### config.mk
export PLATFORM = sky130hd
export DESIGN_NAME = protocol_controller
export DESIGN_NICKNAME = d
export VERILOG_FILES = /design/src/design/usb_pc_pkg.sv /design/src/design/token_decoder.sv /design/src/design/transfer_fsm.sv /design/src/design/status_encoder.sv /design/src/design/protocol_controller.sv
export SDC_FILE = /design/constraint.sdc
export NUM_CORES = 1
export LEC_CHECK = 0
export CORE_MARGIN = 4
export CORE_UTILIZATION = 50
export CTS_CLUSTER_SIZE = 16
export DETAILED_ROUTE_END_ITERATION = 10
export DONT_BUFFER_PORTS = 1
export HOLD_SLACK_MARGIN = 0.1
export PLACE_DENSITY_LB_ADDON = 0.25
export SYNTH_ARGS = -nofsm -noshare
export SYNTH_HDL_FRONTEND = slang
export SYNTH_SLANG_ARGS = --single-unit
### constraint.sdc
create_clock -name tb_clk -period 2.6 [get_ports tb_clk]
set_input_delay 0.78 -clock tb_clk [delete_from_list [all_inputs] [get_ports tb_clk]]
set_output_delay 0.78 -clock tb_clk [all_outputs]
set_load 0.01 [all_outputs]
### src/design/usb_pc_pkg.sv
// shared definitions for the USB full-speed endpoint protocol controller
// holds the receiver PID classes, the transmit PID codes, the
// transaction state type and the default buffer size width
// imported by every controller module that names one of these types

package usb_pc_pkg;

  // ******************************
  // widths
  // ******************************

  // buffer occupancy and packet size, 64 byte max packet plus one
  localparam int DEFAULT_SIZE_W = 7;

  // ******************************
  // receiver PID classes
  // ******************************

  // classes reported by the receiver for the packet just seen
  // idle doubles as the end of packet marker
  typedef enum logic [2:0] {
    rx_idle = 3'd0,
    rx_data = 3'd1,
    rx_out  = 3'd2,
    rx_in   = 3'd3,
    rx_ack  = 3'd4,
    rx_nak  = 3'd5,
    rx_bad  = 3'd6
  } rx_pid_t;

  // ******************************
  // transmit PID codes
  // ******************************

  typedef enum logic [1:0] {
    tx_idle = 2'd0,
    tx_data = 2'd1,
    tx_ack  = 2'd2,
    tx_nak  = 2'd3
  } tx_pid_t;

  // ******************************
  // transaction states
  // ******************************

  // he = host to endpoint, eh = endpoint to host
  typedef enum logic [3:0] {
    idle           = 4'd0,
    rx_active      = 4'd1,
    he_data        = 4'd2,
    he_good        = 4'd3,
    send_ack       = 4'd4,
    he_done_wait   = 4'd5,
    buf_drain_wait = 4'd6,
    he_bad         = 4'd7,
    ahb_store      = 4'd8,
    tx_active      = 4'd9,
    eh_data        = 4'd10,
    eh_done_wait   = 4'd11,
    eh_done        = 4'd12,
    err_start      = 4'd13,
    send_nak       = 4'd14,
    err_done_wait  = 4'd15
  } pc_state_t;

endpackage

### src/design/token_decoder.sv
// decode stage of the protocol controller
// turns the receiver PID class into one-hot packet events and compares
// the buffer occupancy against empty and against the packet size
// purely combinational and feeds the transaction FSM in the same cycle

`timescale 1ns/1ns

module token_decoder #(
  parameter int size_w = 7
) (
  input  usb_pc_pkg::rx_pid_t rx_packet,
  input  logic [size_w-1:0]   tx_packet_data_size,
  input  logic [size_w-1:0]   buffer_occupancy,
  output logic                tok_out,
  output logic                tok_in,
  output logic                pkt_data,
  output logic                pkt_eop,
  output logic                pkt_bad,
  output logic                buf_empty,
  output logic                buf_ready
);
  import usb_pc_pkg::*;

  // ******************************
  // packet events
  // ******************************

  always_comb begin
    tok_out  = 1'b0;
    tok_in   = 1'b0;
    pkt_data = 1'b0;
    pkt_eop  = 1'b0;
    pkt_bad  = 1'b0;
    case (rx_packet)
      rx_out:  tok_out  = 1'b1;
      rx_in:   tok_in   = 1'b1;
      rx_data: pkt_data = 1'b1;
      rx_bad:  pkt_bad  = 1'b1;
      // host handshakes carry nothing for this endpoint and count as idle
      default: pkt_eop  = 1'b1;
    endcase
  end

  // ******************************
  // buffer level
  // ******************************

  assign buf_empty = (buffer_occupancy == '0);
  assign buf_ready = (buffer_occupancy == tx_packet_data_size);

endmodule

### src/design/transfer_fsm.sv
// execute stage of the protocol controller
// holds the transaction state and works out the next state from the
// decoded packet events, the buffer level, tx_done and buffer_reserved
// next_state is combinational so the result stage registers at the
// same edge as the state itself

`timescale 1ns/1ns

module transfer_fsm (
  input  logic                  tb_clk,
  input  logic                  rst,
  input  logic                  tok_out,
  input  logic                  tok_in,
  input  logic                  pkt_data,
  input  logic                  pkt_eop,
  input  logic                  pkt_bad,
  input  logic                  buf_empty,
  input  logic                  buf_ready,
  input  logic                  tx_done,
  input  logic                  buffer_reserved,
  output usb_pc_pkg::pc_state_t next_state
);
  import usb_pc_pkg::*;

  pc_state_t state_q;

  always_ff @(posedge tb_clk) begin
    if (rst) begin
      state_q <= idle;
    end else begin
      state_q <= next_state;
    end
  end

  // ******************************
  // next state rules
  // ******************************

  always_comb begin
    next_state = state_q;
    case (state_q)
      // bus side reservation wins over any token
      idle: begin
        if (buffer_reserved) begin
          next_state = ahb_store;
        end else if (tok_out) begin
          next_state = rx_active;
        end else if (tok_in) begin
          // nothing reserved to send
          next_state = err_start;
        end
      end

      // host to endpoint
      rx_active: begin
        if (pkt_data) begin
          next_state = he_data;
        end
      end
      he_data: begin
        if (pkt_eop) begin
          next_state = he_good;
        end else if (pkt_bad) begin
          next_state = he_bad;
        end
      end
      he_good:  next_state = send_ack;
      send_ack: next_state = he_done_wait;
      he_done_wait: begin
        if (tx_done) begin
          next_state = buf_drain_wait;
        end
      end
      buf_drain_wait: begin
        if (buf_empty) begin
          next_state = idle;
        end
      end
      he_bad: next_state = err_start;

      // buffer filled by the bus side, then endpoint to host
      ahb_store: begin
        if (tok_in && buf_ready) begin
          next_state = tx_active;
        end else if (tok_out) begin
          // cannot take host data while the buffer is held
          next_state = err_start;
        end
      end
      tx_active: next_state = eh_data;
      eh_data: begin
        if (buf_empty) begin
          next_state = eh_done_wait;
        end
      end
      eh_done_wait: begin
        if (tx_done) begin
          next_state = eh_done;
        end
      end
      eh_done: next_state = idle;

      // NAK answer
      err_start: next_state = send_nak;
      send_nak:  next_state = err_done_wait;
      err_done_wait: begin
        if (tx_done) begin
          next_state = idle;
        end
      end

      default: next_state = state_q;
    endcase
  end

  // state register must always hold a defined enum value out of reset
  a_state_known: assert property (@(posedge tb_clk) disable iff (rst)
    !$isunknown(state_q))
    else $error("transfer_fsm state left the enum");

endmodule

### src/design/status_encoder.sv
// result stage of the protocol controller
// registers the status flags and the transmit PID from the next state,
// so the outputs change at the same edge as the state
// rx_error is sticky from the NAK until a new transfer starts

`timescale 1ns/1ns

module status_encoder (
  input  logic                  tb_clk,
  input  logic                  rst,
  input  usb_pc_pkg::pc_state_t next_state,
  output logic                  rx_data_ready,
  output logic                  rx_transfer_active,
  output logic                  rx_error,
  output logic                  tx_transfer_active,
  output logic                  clear,
  output logic                  d_mode,
  output usb_pc_pkg::tx_pid_t   tx_packet
);
  import usb_pc_pkg::*;

  logic    tx_side;
  logic    rx_error_d;
  tx_pid_t tx_pid_d;

  // ******************************
  // decode of the next state
  // ******************************

  // endpoint owns the bus in these states
  always_comb begin
    case (next_state)
      he_good, send_ack, he_done_wait,
      tx_active, eh_data, eh_done_wait,
      err_start, send_nak, err_done_wait: tx_side = 1'b1;
      default: tx_side = 1'b0;
    endcase
  end

  always_comb begin
    case (next_state)
      send_ack:  tx_pid_d = tx_ack;
      tx_active: tx_pid_d = tx_data;
      send_nak:  tx_pid_d = tx_nak;
      default:   tx_pid_d = tx_idle;
    endcase
  end

  // set by the NAK, cleared when a new transfer opens
  always_comb begin
    rx_error_d = rx_error;
    if (next_state == send_nak) begin
      rx_error_d = 1'b1;
    end else if (next_state == rx_active || next_state == tx_active) begin
      rx_error_d = 1'b0;
    end
  end

  always_ff @(posedge tb_clk) begin
    if (rst) begin
      rx_data_ready      <= 1'b0;
      rx_transfer_active <= 1'b0;
      rx_error           <= 1'b0;
      tx_transfer_active <= 1'b0;
      clear              <= 1'b0;
      d_mode             <= 1'b0;
      tx_packet          <= tx_idle;
    end else begin
      rx_data_ready      <= (next_state == he_good);
      rx_transfer_active <= (next_state == rx_active) || (next_state == he_data);
      rx_error           <= rx_error_d;
      tx_transfer_active <= tx_side;
      clear              <= (next_state == he_bad);
      d_mode             <= tx_side;
      tx_packet          <= tx_pid_d;
    end
  end

  a_pid_in_tx: assert property (@(posedge tb_clk) disable iff (rst)
    (tx_packet != tx_idle) |-> tx_transfer_active)
    else $error("tx_packet sent outside a tx transfer");

  a_one_direction: assert property (@(posedge tb_clk) disable iff (rst)
    !(rx_transfer_active && tx_transfer_active))
    else $error("rx and tx transfer active together");

endmodule

### src/design/protocol_controller.sv
// top level of the USB full-speed endpoint protocol controller
// decode, execute and result stages in a row, one cycle from input
// levels to registered status outputs
// size_w sets the width of the buffer occupancy and packet size

`timescale 1ns/1ns

module protocol_controller #(
  parameter int size_w = usb_pc_pkg::DEFAULT_SIZE_W
) (
  input  logic                tb_clk,
  input  logic                rst,
  input  usb_pc_pkg::rx_pid_t rx_packet,
  input  logic                tx_done,
  input  logic                buffer_reserved,
  input  logic [size_w-1:0]   tx_packet_data_size,
  input  logic [size_w-1:0]   buffer_occupancy,
  output logic                rx_data_ready,
  output logic                rx_transfer_active,
  output logic                rx_error,
  output logic                tx_transfer_active,
  output logic                clear,
  output usb_pc_pkg::tx_pid_t tx_packet,
  output logic                d_mode
);
  import usb_pc_pkg::*;

  // decode to execute
  logic tok_out;
  logic tok_in;
  logic pkt_data;
  logic pkt_eop;
  logic pkt_bad;
  logic buf_empty;
  logic buf_ready;

  // execute to result
  pc_state_t next_state;

  token_decoder #(
    .size_w (size_w)
  ) decode0 (
    .rx_packet           (rx_packet),
    .tx_packet_data_size (tx_packet_data_size),
    .buffer_occupancy    (buffer_occupancy),
    .tok_out             (tok_out),
    .tok_in              (tok_in),
    .pkt_data            (pkt_data),
    .pkt_eop             (pkt_eop),
    .pkt_bad             (pkt_bad),
    .buf_empty           (buf_empty),
    .buf_ready           (buf_ready)
  );

  transfer_fsm fsm0 (
    .tb_clk          (tb_clk),
    .rst             (rst),
    .tok_out         (tok_out),
    .tok_in          (tok_in),
    .pkt_data        (pkt_data),
    .pkt_eop         (pkt_eop),
    .pkt_bad         (pkt_bad),
    .buf_empty       (buf_empty),
    .buf_ready       (buf_ready),
    .tx_done         (tx_done),
    .buffer_reserved (buffer_reserved),
    .next_state      (next_state)
  );

  status_encoder status0 (
    .tb_clk             (tb_clk),
    .rst                (rst),
    .next_state         (next_state),
    .rx_data_ready      (rx_data_ready),
    .rx_transfer_active (rx_transfer_active),
    .rx_error           (rx_error),
    .tx_transfer_active (tx_transfer_active),
    .clear              (clear),
    .d_mode             (d_mode),
    .tx_packet          (tx_packet)
  );

endmodule

; After elaboration in Yosys (flattened, before gate mapping)
; Memories as Yosys holds them, arrays and structs flattened. A register that Yosys moved wholly into a read port is not among the register bits.
; Cells that the tools add are included.
[word_totals]
regBits = 10
mem_count = 1
romBits = 16
word_cells = 62
output_inout_bits = 8
input_bits = 21
[memory_table]
columns = memory, depth, width, rd, rd_ports_with_merged_regs, wr, line
row1 = (name not given), 16, 1, 1, 1, 0, status_encoder.sv:32  ; case (next_state)
[op_classes]
muxes = 21
n_reduce_logical = 7
eq_ne = 27
[ops]
columns = op, n
row1 = case mux 4 bit (16 select lines), 1
row2 = two-way mux 4 bit, 13
row3 = "equality test 4 bit, second input constant", 10
row4 = "equality test 4 x 3 -> 1 bit, second input constant", 6
row5 = "equality test 4 x 2 -> 1 bit, second input constant", 4
row6 = "equality test 4 x 1 -> 1 bit, second input constant", 2
row7 = equality test 7 bit, 1
row8 = logical NOT 7 bit, 1
row9 = "equality test 3 x 2 -> 1 bit, second input constant", 2
row10 = two-way mux 1 bit, 6
row11 = case mux 2 bit (3 select lines), 1
row12 = logical NOT 4 bit, 1
row13 = OR reduction 4 bit, 1
row14 = "equality test 3 x 1 -> 1 bit, second input constant", 1
row15 = "equality test 3 bit, second input constant", 1
row16 = logical OR 1 bit, 2
row17 = nonzero test 2 bit, 1
row18 = logical AND 1 bit, 1

; Longest topological paths before layout
[logic_depth]
depth_word = 10
depth_mapped = 7

; Modules after synthesis
; Synthesis repeated with hierarchy kept, for this count alone.
[hier_totals]
hier_cells = 102
area_unflattened_um2 = 902.1
[modules_own_cells]
columns = module, area_each_um2, cells_per_inst, seq_area_each_um2, instances
row1 = transfer_fsm, 440.4, 56, 80.1, 1
row2 = status_encoder, 325.3, 29, 140.1, 1
row3 = token_decoder, 136.4, 17, 0.0, 1

; Worst setup path before layout
; Ideal clock, no wire load.
[synth_path]
path_type = in2reg
from = in rx_packet[1]
to = reg status0.rx_transfer_active
t_required_ns = 2.465
path_stages = 6
setup_ns = 0.135
slack_ns = 0.482
n_path_buf = 0
arrival_ns = 1.983
path_cell_list = or3b_1 a21oi_1 o32ai_1 or3_4 o21ai_0 a211oi_1
[synth_via]
elab_chain_cells = 8
word_cells_on_any_way = 22
[synth_rtl]
columns = element, line
row1 = start: declaration, protocol_controller.sv:13  ; input usb_pc_pkg::rx_pid_t rx_packet,
row2 = equality test 3 x 2 -> 1 bit, token_decoder.sv:34  ; case (rx_packet)
row3 = two-way mux 1 bit, token_decoder.sv:34
row4 = two-way mux 4 bit, transfer_fsm.sv:48  ; end else if (tok_in) begin
row5 = two-way mux 4 bit, transfer_fsm.sv:46  ; end else if (tok_out) begin
row6 = two-way mux 4 bit, transfer_fsm.sv:44  ; if (buffer_reserved) begin
row7 = case mux 4 bit (16 select lines) *, transfer_fsm.sv:41  ; case (state_q)
row8 = equality test 4 x 1 -> 1 bit / equality test 4 x 2 -> 1 bit (equally long branches), status_encoder.sv:70  ; rx_transfer_active <= (next_state == rx_active) || (next_state == he_data);
row9 = logical OR 1 bit *, status_encoder.sv:70
row10 = end signal: assignment, status_encoder.sv:70
row11 = end: declaration, status_encoder.sv:13  ; output logic rx_transfer_active,
; Mark *: on every way between the ends. The rest lies on a longest branch, timed or not.
; A chain may end at the register's enable or synchronous reset.

; Worst setup path in the final report
; Same ends and word-level chain as after synthesis.

==> flow_summary.ini <==
[timing]
tightest_slew_ns = 0.483
holdWs_ns = 0.564
layout_setup_ws_ns = 0.689
finalHoldViolCount = 0
rsz0062_at_grt = false
max_freq_ghz = 0.523
drv_slew = 0
period_needed_ns = 1.91
finalSetupViolCount = 0
finalCritPeriodShare = 0.735
fin_tns_setup_ns = 0
finalClockSkew_ns = 0.00631
slew-limit-headroom = 0.678

[power]
p_leak_nw = 0.279
power_density_mw_per_mm2 = 1040
ir_drop_uv = 531
p_total_mw = 0.891

[run]
maxCapViolCount = 0

[grt]
grt_pass1_vias = 707
track_usage = 0.166
grt_antenna_before_repair = 0
grt_max_degree = 15
grt_remaining_overflow = 0
grt_pass1_wl_um = 3130

[yosys]
synthTopCellsByArea = dfxtp_1 (26%), nand2_1 (4.9%), xnor2_1 (4.2%)
synth.avg_cell_area_um2 = 8.08
async_reset_ff_frac = 0
syn-num-nets = 125
syn_area_um2 = 841
synth_cell_type_count = 44
yosysWarnings = 0
ys_seq_area_frac = 0.262
synth-seq-cells = 11
synth_enable_flop_cells = 0
yosysTopAreaCell = dfxtp_1
syn_inst = 104
yosysTopAreaCellShare = 0.262
synth_ff_type = dfxtp_1

[cts]
cts_tree = done
cts.clk_slew.worst_paths_ns = 0.07
clock_latency_ns = 0.27
clock_sinks = 11
cts_buffer_depth = 2
clock-root-buffer = clkbuf_4
cts_resized = 0
numCtsBuffers = 3
h-tree-depth = 1
hold_buffers = 0
cts_setup_buffers = 0

[route]
drc = 0
drt_pass1_iterations = 4
ant_nets = 0
dr_total_vias = 765
wire_per_inst_um = 15.6
dr.first_iter.drc_count = 17
vias_per_cell = 6.43
totalWireLength_um = 1860

[hold_path]
hold_path_class = in -> reg
hold_start = rst

[placed_design]
place_ws_ns = 0.406
dp.cells = 115
port_buffers = 0
gp_congestion = 0.881
placed_cell_area_um2 = 828
dp_hpwl_um = 1450

[critical_path]
rrSetupSlack_ns = 0.70
crit_type = in -> reg
end_kind = flop
start_kind = input port
startpoint = rx_packet[1]
cp.arrival_ns = 2.07
cp_data_required_time_ns = 2.76
r2r_start = fsm0.state_q[0]
cp_max_fo = 7

[layout]
fill_cells = 157
drive_gt1_frac = 0.117
area_growth_pct = 1.64
antennaDiodeCount = 0
regArea_um2 = 220
design_area_um2 = 855
fin_util = 0.554
multi_input_area_um2 = 573
fin_nets = 125
layout.cells.non_filler = 119

[die]
core_area_mm2 = 0.00154
start_util = 0.545
die_h_um = 49.0
dieArea_mm2 = 0.00240
design.portCount = 29
row_count = 14
die-width_um = 49.0

[status]
outcome = finished clean
## cell usage after synthesis, types with 2 or more instances
| cell | number |
|---|---|
| dfxtp_1 | 11 |
| nand2_1 | 11 |
| nor2_1 | 8 |
| a21oi_1 | 5 |
| nor4_1 | 5 |
| inv_1 | 4 |
| nor3_1 | 4 |
| o21ai_0 | 4 |
| xnor2_1 | 4 |
| nand3_1 | 3 |
| nand3b_1 | 3 |
| xor2_1 | 3 |
| buf_2 | 2 |
| nand2b_1 | 2 |
| nor2b_1 | 2 |
| o211ai_2 | 2 |
| o22ai_1 | 2 |
| o32ai_1 | 2 |
| or3b_1 | 2 |
## layout by cell type (no fill, tap or decap), drive strengths merged, types with 2 or more instances in the layout
master / n
a21oi: 5
clkbuf: 4
dfxtp: 11
inv: 4
nand2: 11
nand2b: 2
nand3: 3
nand3b: 3
nor2: 9
nor2b: 2
nor3: 4
nor4: 5
o211ai: 2
o21ai: 4
o22ai: 2
o32ai: 2
o41ai: 2
or3: 2
or3b: 2
xnor2: 4
xor2: 3
## state kept, by name, summed over array words and instances, names as in the netlist
register	count
fsm0.state_q	4
status0.rx_transfer_active	1
status0.tx_packet	2
status0.rx_data_ready	1
status0.tx_transfer_active	1
status0.rx_error	1
status0.clear	1
## cells by family (layout without fill, tap and decap cells)
logic type,after synthesis,after routing,share of synthesized area
and+or+nand+nor,48,48,0.320
AOI/OAI and AO/OA,27,27,0.263
DFF,11,11,0.262
buffers and inverters,9,8,0.0565
xor gates and xnor gates,7,7,0.0729
muxes,2,2,0.0253
## layer usage
layer,up-vias,global-route usage,wire length (um)
li1,389,-,-
met1,339,0.197,788
met5,-,0,0
met2,32,0.243,835
met3,5,0.0856,190
met4,0,0.0807,41
## layout make-up
class	instances	area share
tap	16	0.0234
multi-input combinational	84	0.671
inverter	4	0.0176
sequential	11	0.258
clock buffer	4	0.0307
## final timing paths
check / endpoint / cells past startpoint
setup / recovery: status0.rx_transfer_active / 6
hold / removal: fsm0.state_q[3] / 1
setup reg to reg: status0.tx_packet[0] / 6
hold reg to reg: status0.rx_error / 2
## where the power goes
part	switching (mW)	total, mW	internal [mW]
combinational	0.276	0.483	0.207
sequential	0.0822	0.291	0.209
clock	0.0581	0.118	0.0595
## critical path, stage by stage
cell and delay (ns):
or3b_1 0.39, a21oi_1 0.16, o32ai_1 0.10, or3_4 0.39
o21ai_0 0.16, a211oi_1 0.09
Power figures use the tool's default switching activity.
